File: config.mk
export PLATFORM = sky130hd
export DESIGN_NAME = retire_trace
export DESIGN_NICKNAME = d
export VERILOG_FILES = /design/src/verilog/retire_trace_pkg.sv /design/src/verilog/retire_collector.sv /design/src/verilog/retire_trace.sv /design/src/verilog/trace_emitter.sv /design/src/verilog/trace_fifo.sv
export SDC_FILE = /design/constraint.sdc
export NUM_CORES = 2
export LEC_CHECK = 0
export ABC_CLOCK_PERIOD_IN_PS = 14200
export BUFFER_PORTS_ARGS = -buffer_cell sky130_fd_sc_hd__buf_2
export CELL_PAD_IN_SITES_DETAIL_PLACEMENT = 0
export CELL_PAD_IN_SITES_GLOBAL_PLACEMENT = 1
export CORE_MARGIN = 2
export CORE_UTILIZATION = 52
export CTS_BUF_LIST = sky130_fd_sc_hd__clkbuf_16
export DETAILED_ROUTE_END_ITERATION = 6
export GPL_ROUTABILITY_DRIVEN = 1
export PLACE_DENSITY_LB_ADDON = 0.1
export RECOVER_POWER = 25
export SYNTH_ARGS = -nofsm -noshare
export SYNTH_HDL_FRONTEND = slang
export SYNTH_SLANG_ARGS = --single-unit
File: constraint.sdc
create_clock -name clk_i -period 14.2 [get_ports clk_i]
set_clock_uncertainty 0.05 [all_clocks]
set_input_delay 1.42 -clock clk_i [delete_from_list [all_inputs] [get_ports clk_i]]
set_output_delay 1.42 -clock clk_i [all_outputs]
set_load 0.02 [all_outputs]
File: src/verilog/retire_trace_pkg.sv
/*
 * retire trace package
 * widths, commit entry layout, record kinds, mode codes and the
 * trace record shared by the collector, queue and emitter
 */
package retire_trace_pkg;

  // --------------------------------------------------
  // sizes
  // --------------------------------------------------
  localparam int unsigned NR_COMMIT_PORTS = 2;
  localparam int unsigned XLEN            = 64;
  localparam int unsigned INSTR_W         = 32;
  localparam int unsigned CAUSE_W         = 32;
  localparam int unsigned CYCLE_W         = 32;

  // queue geometry, depth must stay a power of two
  localparam int unsigned FIFO_DEPTH = 8;
  localparam int unsigned FIFO_PTR_W = $clog2(FIFO_DEPTH);
  localparam int unsigned FIFO_CNT_W = $clog2(FIFO_DEPTH + 1);

  // exception cause for an illegal instruction
  localparam logic [CAUSE_W-1:0] CAUSE_ILLEGAL_INSTR = 32'd2;

  // --------------------------------------------------
  // encodings
  // --------------------------------------------------
  // privilege level as seen by the core
  typedef enum logic [1:0] {
    PRIV_LVL_U = 2'd0,
    PRIV_LVL_S = 2'd1,
    PRIV_LVL_M = 2'd3
  } priv_lvl_t;

  // mode letter written into each record
  typedef enum logic [1:0] {
    MODE_U = 2'd0,
    MODE_S = 2'd1,
    MODE_M = 2'd2,
    MODE_D = 2'd3
  } mode_e;

  // what a record describes
  typedef enum logic [1:0] {
    REC_RETIRE  = 2'd0,
    REC_ILLEGAL = 2'd1,
    REC_EXCEPT  = 2'd2
  } rec_kind_e;

  // --------------------------------------------------
  // records
  // --------------------------------------------------
  // one commit port entry, 129 bits
  typedef struct packed {
    logic [XLEN-1:0]    pc;
    logic               ex_valid;
    logic [CAUSE_W-1:0] cause;
    logic [INSTR_W-1:0] tval;
  } commit_entry_t;

  // payload word, kind decides the reading
  typedef union packed {
    logic [INSTR_W-1:0] instr;
    logic [CAUSE_W-1:0] cause;
  } trace_payload_u;

  // one trace record, 132 bits
  typedef struct packed {
    logic [CYCLE_W-1:0] cycle;
    logic [XLEN-1:0]    pc;
    mode_e              mode;
    rec_kind_e          kind;
    trace_payload_u     payload;
  } trace_rec_t;

endpackage

File: src/verilog/retire_collector.sv
/*
 * retire collector
 * turns acknowledged commit ports into trace records, classifies them,
 * stamps mode and cycle count and packs valid records into slot order
 */
module retire_collector (
  input  logic                                                        clk_i,
  input  logic                                                        rst_ni,
  input  retire_trace_pkg::commit_entry_t [retire_trace_pkg::NR_COMMIT_PORTS-1:0] commit_instr_i,
  input  logic [retire_trace_pkg::NR_COMMIT_PORTS-1:0]                commit_ack_i,
  input  retire_trace_pkg::priv_lvl_t                                 priv_lvl_i,
  input  logic                                                        debug_mode_i,
  output retire_trace_pkg::trace_rec_t [retire_trace_pkg::NR_COMMIT_PORTS-1:0] rec_o,
  output logic [retire_trace_pkg::NR_COMMIT_PORTS-1:0]                rec_valid_o
);

  localparam int unsigned NrPorts = retire_trace_pkg::NR_COMMIT_PORTS;

  logic [retire_trace_pkg::CYCLE_W-1:0]         cycle_q;
  retire_trace_pkg::mode_e                      mode;
  retire_trace_pkg::trace_rec_t [NrPorts-1:0]   port_rec;

  // --------------------------------------------------
  // cycle counter
  // --------------------------------------------------
  // counts edges since reset release
  always_ff @(posedge clk_i or negedge rst_ni) begin
    if (!rst_ni) begin
      cycle_q <= '0;
    end else begin
      cycle_q <= cycle_q + 1'b1;
    end
  end

  // --------------------------------------------------
  // mode letter
  // --------------------------------------------------
  always_comb begin
    if (debug_mode_i) begin
      mode = retire_trace_pkg::MODE_D;
    end else begin
      case (priv_lvl_i)
        retire_trace_pkg::PRIV_LVL_M: mode = retire_trace_pkg::MODE_M;
        retire_trace_pkg::PRIV_LVL_S: mode = retire_trace_pkg::MODE_S;
        default:                      mode = retire_trace_pkg::MODE_U;
      endcase
    end
  end

  // --------------------------------------------------
  // per port classification
  // --------------------------------------------------
  always_comb begin
    for (int p = 0; p < NrPorts; p++) begin
      port_rec[p].cycle = cycle_q;
      port_rec[p].pc    = commit_instr_i[p].pc;
      port_rec[p].mode  = mode;
      // in debug mode even a trapping entry is traced as retired
      if (!commit_instr_i[p].ex_valid || debug_mode_i) begin
        port_rec[p].kind          = retire_trace_pkg::REC_RETIRE;
        port_rec[p].payload.instr = commit_instr_i[p].tval;
      end else if (commit_instr_i[p].cause == retire_trace_pkg::CAUSE_ILLEGAL_INSTR) begin
        // tval carries the offending instruction word
        port_rec[p].kind          = retire_trace_pkg::REC_ILLEGAL;
        port_rec[p].payload.instr = commit_instr_i[p].tval;
      end else begin
        port_rec[p].kind          = retire_trace_pkg::REC_EXCEPT;
        port_rec[p].payload.cause = commit_instr_i[p].cause;
      end
    end
  end

  // --------------------------------------------------
  // compaction
  // --------------------------------------------------
  // acknowledged ports fill slots from 0 upwards, port order kept
  always_comb begin
    int unsigned slot;
    slot        = 0;
    rec_o       = '0;
    rec_valid_o = '0;
    for (int p = 0; p < NrPorts; p++) begin
      if (commit_ack_i[p]) begin
        rec_o[slot]       = port_rec[p];
        rec_valid_o[slot] = 1'b1;
        slot++;
      end
    end
  end

endmodule

File: src/verilog/retire_trace.sv
/*
 * retire trace top
 * commit ports in, one trace record per cycle out;
 * collector feeds a bounded queue which the emitter drains
 */
module retire_trace (
  input  logic                                                        clk_i,
  input  logic                                                        rst_ni,
  input  retire_trace_pkg::commit_entry_t [retire_trace_pkg::NR_COMMIT_PORTS-1:0] commit_instr_i,
  input  logic [retire_trace_pkg::NR_COMMIT_PORTS-1:0]                commit_ack_i,
  input  retire_trace_pkg::priv_lvl_t                                 priv_lvl_i,
  input  logic                                                        debug_mode_i,
  output retire_trace_pkg::trace_rec_t                                trace_o,
  output logic                                                        trace_valid_o,
  output logic                                                        overflow_o
);

  // collector to queue
  retire_trace_pkg::trace_rec_t [retire_trace_pkg::NR_COMMIT_PORTS-1:0] rec;
  logic [retire_trace_pkg::NR_COMMIT_PORTS-1:0]                         rec_valid;

  // queue to emitter
  retire_trace_pkg::trace_rec_t head;
  logic                         empty;
  logic                         pop;

  // --------------------------------------------------
  // collector
  // --------------------------------------------------
  retire_collector i_collector (
    .clk_i          ( clk_i          ),
    .rst_ni         ( rst_ni         ),
    .commit_instr_i ( commit_instr_i ),
    .commit_ack_i   ( commit_ack_i   ),
    .priv_lvl_i     ( priv_lvl_i     ),
    .debug_mode_i   ( debug_mode_i   ),
    .rec_o          ( rec            ),
    .rec_valid_o    ( rec_valid      )
  );

  // --------------------------------------------------
  // queue
  // --------------------------------------------------
  trace_fifo i_fifo (
    .clk_i       ( clk_i      ),
    .rst_ni      ( rst_ni     ),
    .rec_i       ( rec        ),
    .rec_valid_i ( rec_valid  ),
    .pop_i       ( pop        ),
    .head_o      ( head       ),
    .empty_o     ( empty      ),
    .overflow_o  ( overflow_o )
  );

  // --------------------------------------------------
  // emitter
  // --------------------------------------------------
  trace_emitter i_emitter (
    .clk_i         ( clk_i         ),
    .rst_ni        ( rst_ni        ),
    .head_i        ( head          ),
    .empty_i       ( empty         ),
    .pop_o         ( pop           ),
    .trace_o       ( trace_o       ),
    .trace_valid_o ( trace_valid_o )
  );

endmodule

File: src/verilog/trace_emitter.sv
/*
 * trace emitter
 * drains the queue one record per cycle onto a registered trace port
 * with a single-cycle valid strobe
 */
module trace_emitter (
  input  logic                          clk_i,
  input  logic                          rst_ni,
  input  retire_trace_pkg::trace_rec_t  head_i,
  input  logic                          empty_i,
  output logic                          pop_o,
  output retire_trace_pkg::trace_rec_t  trace_o,
  output logic                          trace_valid_o
);

  retire_trace_pkg::trace_rec_t trace_q;
  logic                         trace_valid_q;

  // --------------------------------------------------
  // pop request
  // --------------------------------------------------
  // no ready on the trace side, so any queued head leaves at once
  assign pop_o = ~empty_i;

  // --------------------------------------------------
  // output register
  // --------------------------------------------------
  // strobe follows the pop by one edge
  always_ff @(posedge clk_i or negedge rst_ni) begin
    if (!rst_ni) begin
      trace_valid_q <= 1'b0;
    end else begin
      trace_valid_q <= pop_o;
    end
  end

  // record only loads on a pop, holds otherwise
  always_ff @(posedge clk_i) begin
    if (pop_o) begin
      trace_q <= head_i;
    end
  end

  assign trace_o       = trace_q;
  assign trace_valid_o = trace_valid_q;

endmodule

File: src/verilog/trace_fifo.sv
/*
 * trace fifo
 * bounded in-order queue of trace records, up to two writes and one
 * read per cycle; records that do not fit are dropped and flagged
 */
module trace_fifo (
  input  logic                                                        clk_i,
  input  logic                                                        rst_ni,
  input  retire_trace_pkg::trace_rec_t [retire_trace_pkg::NR_COMMIT_PORTS-1:0] rec_i,
  input  logic [retire_trace_pkg::NR_COMMIT_PORTS-1:0]                rec_valid_i,
  input  logic                                                        pop_i,
  output retire_trace_pkg::trace_rec_t                                head_o,
  output logic                                                        empty_o,
  output logic                                                        overflow_o
);

  localparam int unsigned NrSlots = retire_trace_pkg::NR_COMMIT_PORTS;
  localparam int unsigned PtrW    = retire_trace_pkg::FIFO_PTR_W;
  localparam int unsigned CntW    = retire_trace_pkg::FIFO_CNT_W;

  retire_trace_pkg::trace_rec_t mem_q [retire_trace_pkg::FIFO_DEPTH];

  logic [PtrW-1:0]                rd_ptr_q;
  logic [PtrW-1:0]                wr_ptr_q;
  logic [CntW-1:0]                count_q;
  logic                           overflow_q;

  logic                           pop_en;
  logic [CntW-1:0]                space;
  logic [CntW-1:0]                n_wr;
  logic                           drop;
  logic [NrSlots-1:0]             wr_en;
  logic [NrSlots-1:0][PtrW-1:0]   wr_addr;

  // --------------------------------------------------
  // write admission
  // --------------------------------------------------
  always_comb begin
    pop_en = pop_i && (count_q != '0);
    // a pop this cycle frees its entry for the incoming write
    space  = CntW'(retire_trace_pkg::FIFO_DEPTH) - count_q + CntW'(pop_en);
    n_wr   = '0;
    drop   = 1'b0;
    wr_en   = '0;
    wr_addr = '0;
    for (int k = 0; k < NrSlots; k++) begin
      if (rec_valid_i[k]) begin
        if (n_wr < space) begin
          wr_en[k]   = 1'b1;
          wr_addr[k] = wr_ptr_q + n_wr[PtrW-1:0];
          n_wr       = n_wr + 1'b1;
        end else begin
          drop = 1'b1;
        end
      end
    end
  end

  // --------------------------------------------------
  // storage
  // --------------------------------------------------
  always_ff @(posedge clk_i) begin
    for (int k = 0; k < NrSlots; k++) begin
      if (wr_en[k]) begin
        mem_q[wr_addr[k]] <= rec_i[k];
      end
    end
  end

  // pointers wrap on their own, depth is a power of two
  always_ff @(posedge clk_i or negedge rst_ni) begin
    if (!rst_ni) begin
      rd_ptr_q   <= '0;
      wr_ptr_q   <= '0;
      count_q    <= '0;
      overflow_q <= 1'b0;
    end else begin
      rd_ptr_q <= rd_ptr_q + PtrW'(pop_en);
      wr_ptr_q <= wr_ptr_q + n_wr[PtrW-1:0];
      count_q  <= count_q + n_wr - CntW'(pop_en);
      // sticky until reset
      if (drop) begin
        overflow_q <= 1'b1;
      end
    end
  end

  assign head_o     = mem_q[rd_ptr_q];
  assign empty_o    = (count_q == '0);
  assign overflow_o = overflow_q;

endmodule
==> impl_metrics.yaml <==
outcome:
  status: "finished with violations"
  violations: "capacitance limit, slew limit"
placed_design:
  io_buffers: 398
  placed_area_um2: 60500
  dp_hpwl_mm: 80.6
  dp_slack_ns: 7.89
  gp_congestion: 0.817
routing:
  viasPerCell: 6.18
  drc_errors: 0
  drt_iter0_markers: 2988
  dr.pass1.iters: 5
  wl_per_cell_um: 29.1
  vias: 32079
  routed_wl_mm: 151
  ant_nets: 0
setup_path:
  worstReg2RegEnd: "i_emitter.trace_o[89]$_DFFE_PP_"
  end_kind: "flop"
  critPathLaunch: "i_fifo.count_q[1]$_DFF_PN0_"
  critPathRequiredTime_ns: 14.50
  critPathArrivalTime_ns: 7.29
  critPathMaxFanout: 60
  path_class: "flop to flop"
  crit_path_start_kind: "flop"
  worstReg2RegStart: "i_fifo.count_q[1]$_DFF_PN0_"
  reg2regPathDepth: 4
  r2r_setup_slack_ns: 7.21
cts:
  path_clk_slew_ns: 0.06
  post-cts-setup-buffers: 0
  cts_buffers: 139
  clock-root-buffer: "clkbuf_16"
  cts_tree: "built"
  clkSinkCount: 1232
  cts_buffer_depth: 3
  hold_buffers: 0
  ctsResizeCount: 0
  h-tree-depth: 4
  clkLatencyLatePin_ns: 0.74
global_route:
  grt-ovfl-total: 0
  grt_max_degree: 257
  track_usage_pct: 26.9
  grt_first_pass_wirelength_mm: 223
  antenna_found_initial: 17
  grt_pass1_vias: 34278
cells_and_area:
  nets: 3887
  register_area_um2: 36800
  fillCellCount: 8492
  design_area_um2: 64400
  drive_above_1_share_pct: 37.1
  multi_input_area_um2: 19300
  area_growth_pct: 11.7
  utilization_pct: 58.4
min_path:
  hold_end: "i_fifo.overflow_o$_DFFE_PN0P_"
  min_path_cells: 1
  worstHoldStart: "i_fifo.overflow_o$_DFFE_PN0P_"
  holdCritPathClass: "flop to flop"
timing:
  hold_viol: 0
  slew_headroom_pct: -204
  grt_setup_unrepaired: "no"
  setup_viol: 0
  fmax_mhz: 143
  tns_ns: 0
  fin_crit_sh_pct: 49.3
  tightest_slew_ns: 4.56
  slew_viol_final: 288
  fin_ws_ns: 7.21
  finalCriticalPeriod_ns: 6.99
yosys:
  synth_top_area_cell: "edfxtp_1"
  yosysWarnings: 0
  synth_edf_count: 1188
  synth_top_area_share_pct: 61.9
  synth_flop_cell: "edfxtp_1"
  ys_seq_area_share_pct: 63.8
  synthArstFlopShare_pct: 3.57
  ys_ff_latch: 1232
  syn-cell-area_um2: 57600
  synth.most_common_cell: "edfxtp_1"
  synth_common_cells: "edfxtp_1, mux2_2, mux4_2"
  ys_types: 49
  syn_area_per_cell_um2: 17.2
  synthTopCellsByArea: "edfxtp_1, mux2_2, mux4_2, nor2b_1, o22ai_1"
  synth_nets: 3631
  syn_inst: 3351
floorplan:
  die_w_um: 337
  num_rows: 122
  die_area_um2: 114000
  core_area_um2: 110000
  initial_utilization_pct: 52.2
  die_h_um: 337
  io_pins: 399
pwr:
  powerDensity_nw_per_um2: 213
  finalPower_uw: 13700
  leakage_uw: 0.0224
  ir_drop_mv: 0.208
job:
  drv_cap: 7
[stage by stage]
step / hold slack, ns / std cells
6_report: 0.403 / 5194
5_1_grt: 0.435 / 5194
2_1_floorplan: 0.414 / 3351
3_5_place_dp: 0.392 / 4954
3_3_place_gp: 0.399 / 4954
4_1_cts: 0.408 / 5191
[registers in the layout, indices dropped and copies added, names as in the netlist]
register and flops:
i_fifo.mem_q 1056, i_collector.cycle_q 32, i_fifo.rd_ptr_q 3, i_fifo.count_q 4, i_fifo.overflow_o 1, i_fifo.wr_ptr_q 3, i_emitter.trace_valid_o 1, i_emitter.trace_o 132
[worst max-delay path by stage]
stage,cells after the start,end
after floorplan,5,i_fifo.mem_q[4][0]$_DFFE_PP_
after global placement,10,i_fifo.mem_q[0][69]$_DFFE_PP_
after detailed placement,10,i_fifo.mem_q[0][93]$_DFFE_PP_
after CTS,10,i_fifo.mem_q[0][93]$_DFFE_PP_
after global routing,5,i_emitter.trace_o[92]$_DFFE_PP_
final,4,i_emitter.trace_o[89]$_DFFE_PP_
[kinds of logic after synthesis]
kind of cell,Yosys count,share of synthesized area (%)
buf+inv,350,2.99
xor+xnor,37,0.575
mux,988,24.3
compound gates,274,3.33
flops,1232,63.8
simple gates,454,4.66
fa+ha+maj,16,0.369
[layout by cell type, fill, tap and decap left out, drive strengths merged, types with 5 or more instances in the layout]
| cell | instances |
|---|---|
| edfxtp | 1188 |
| mux2 | 644 |
| buf | 306 |
| clkbuf | 281 |
| mux4 | 264 |
| o22ai | 256 |
| nor2b | 239 |
| mux2i | 80 |
| and2 | 67 |
| nor2 | 57 |
| inv | 53 |
| clkinv | 53 |
| dfrtp | 44 |
| xnor2 | 24 |
| nand2 | 22 |
| nor4 | 16 |
| nand4 | 14 |
| ha | 13 |
| xor2 | 13 |
| nand3 | 12 |
| bufinv | 8 |
| nor3 | 8 |
| or3 | 5 |
| o31ai | 5 |
[layout make-up]
| type | instances | share of cell area, % |
|---|---|---|
| inverters | 19 | 0.111 |
| flip-flops and latches | 1232 | 57.1 |
| well taps | 1488 | 2.89 |
| multi-input cells | 1769 | 30.0 |
| diodes | 3 | 0.0117 |
| clock buffers | 141 | 5.48 |
| repair buffers | 446 | 3.44 |
| clock inverters | 96 | 0.942 |
[layer usage]
| metal | track usage, % | up-vias | routed length [um] |
|---|---|---|---|
| met4 | 9.14 | 20 | 4530 |
| met3 | 4.35 | 274 | 9290 |
| met5 | 0 | - | 125 |
| met1 | 35.6 | 16835 | 61200 |
| li1 | - | 13817 | - |
| met2 | 45.4 | 1133 | 76100 |
[worst max-delay path: stages (launching register included)]
cell,delay (ns)
dfrtp_1,0.35
inv_1,0.10
nand3_1,1.67
clkbuf_1,3.29
buf_4,1.02
[power by group]
part	switching (uW)	internal [uW]	total, uW
clock network	1390	1930	3320
registers	413	5600	6010
logic	2580	1790	4360
total	4380	9310	13700
Note: power is estimated with default switching activity, not from simulation.
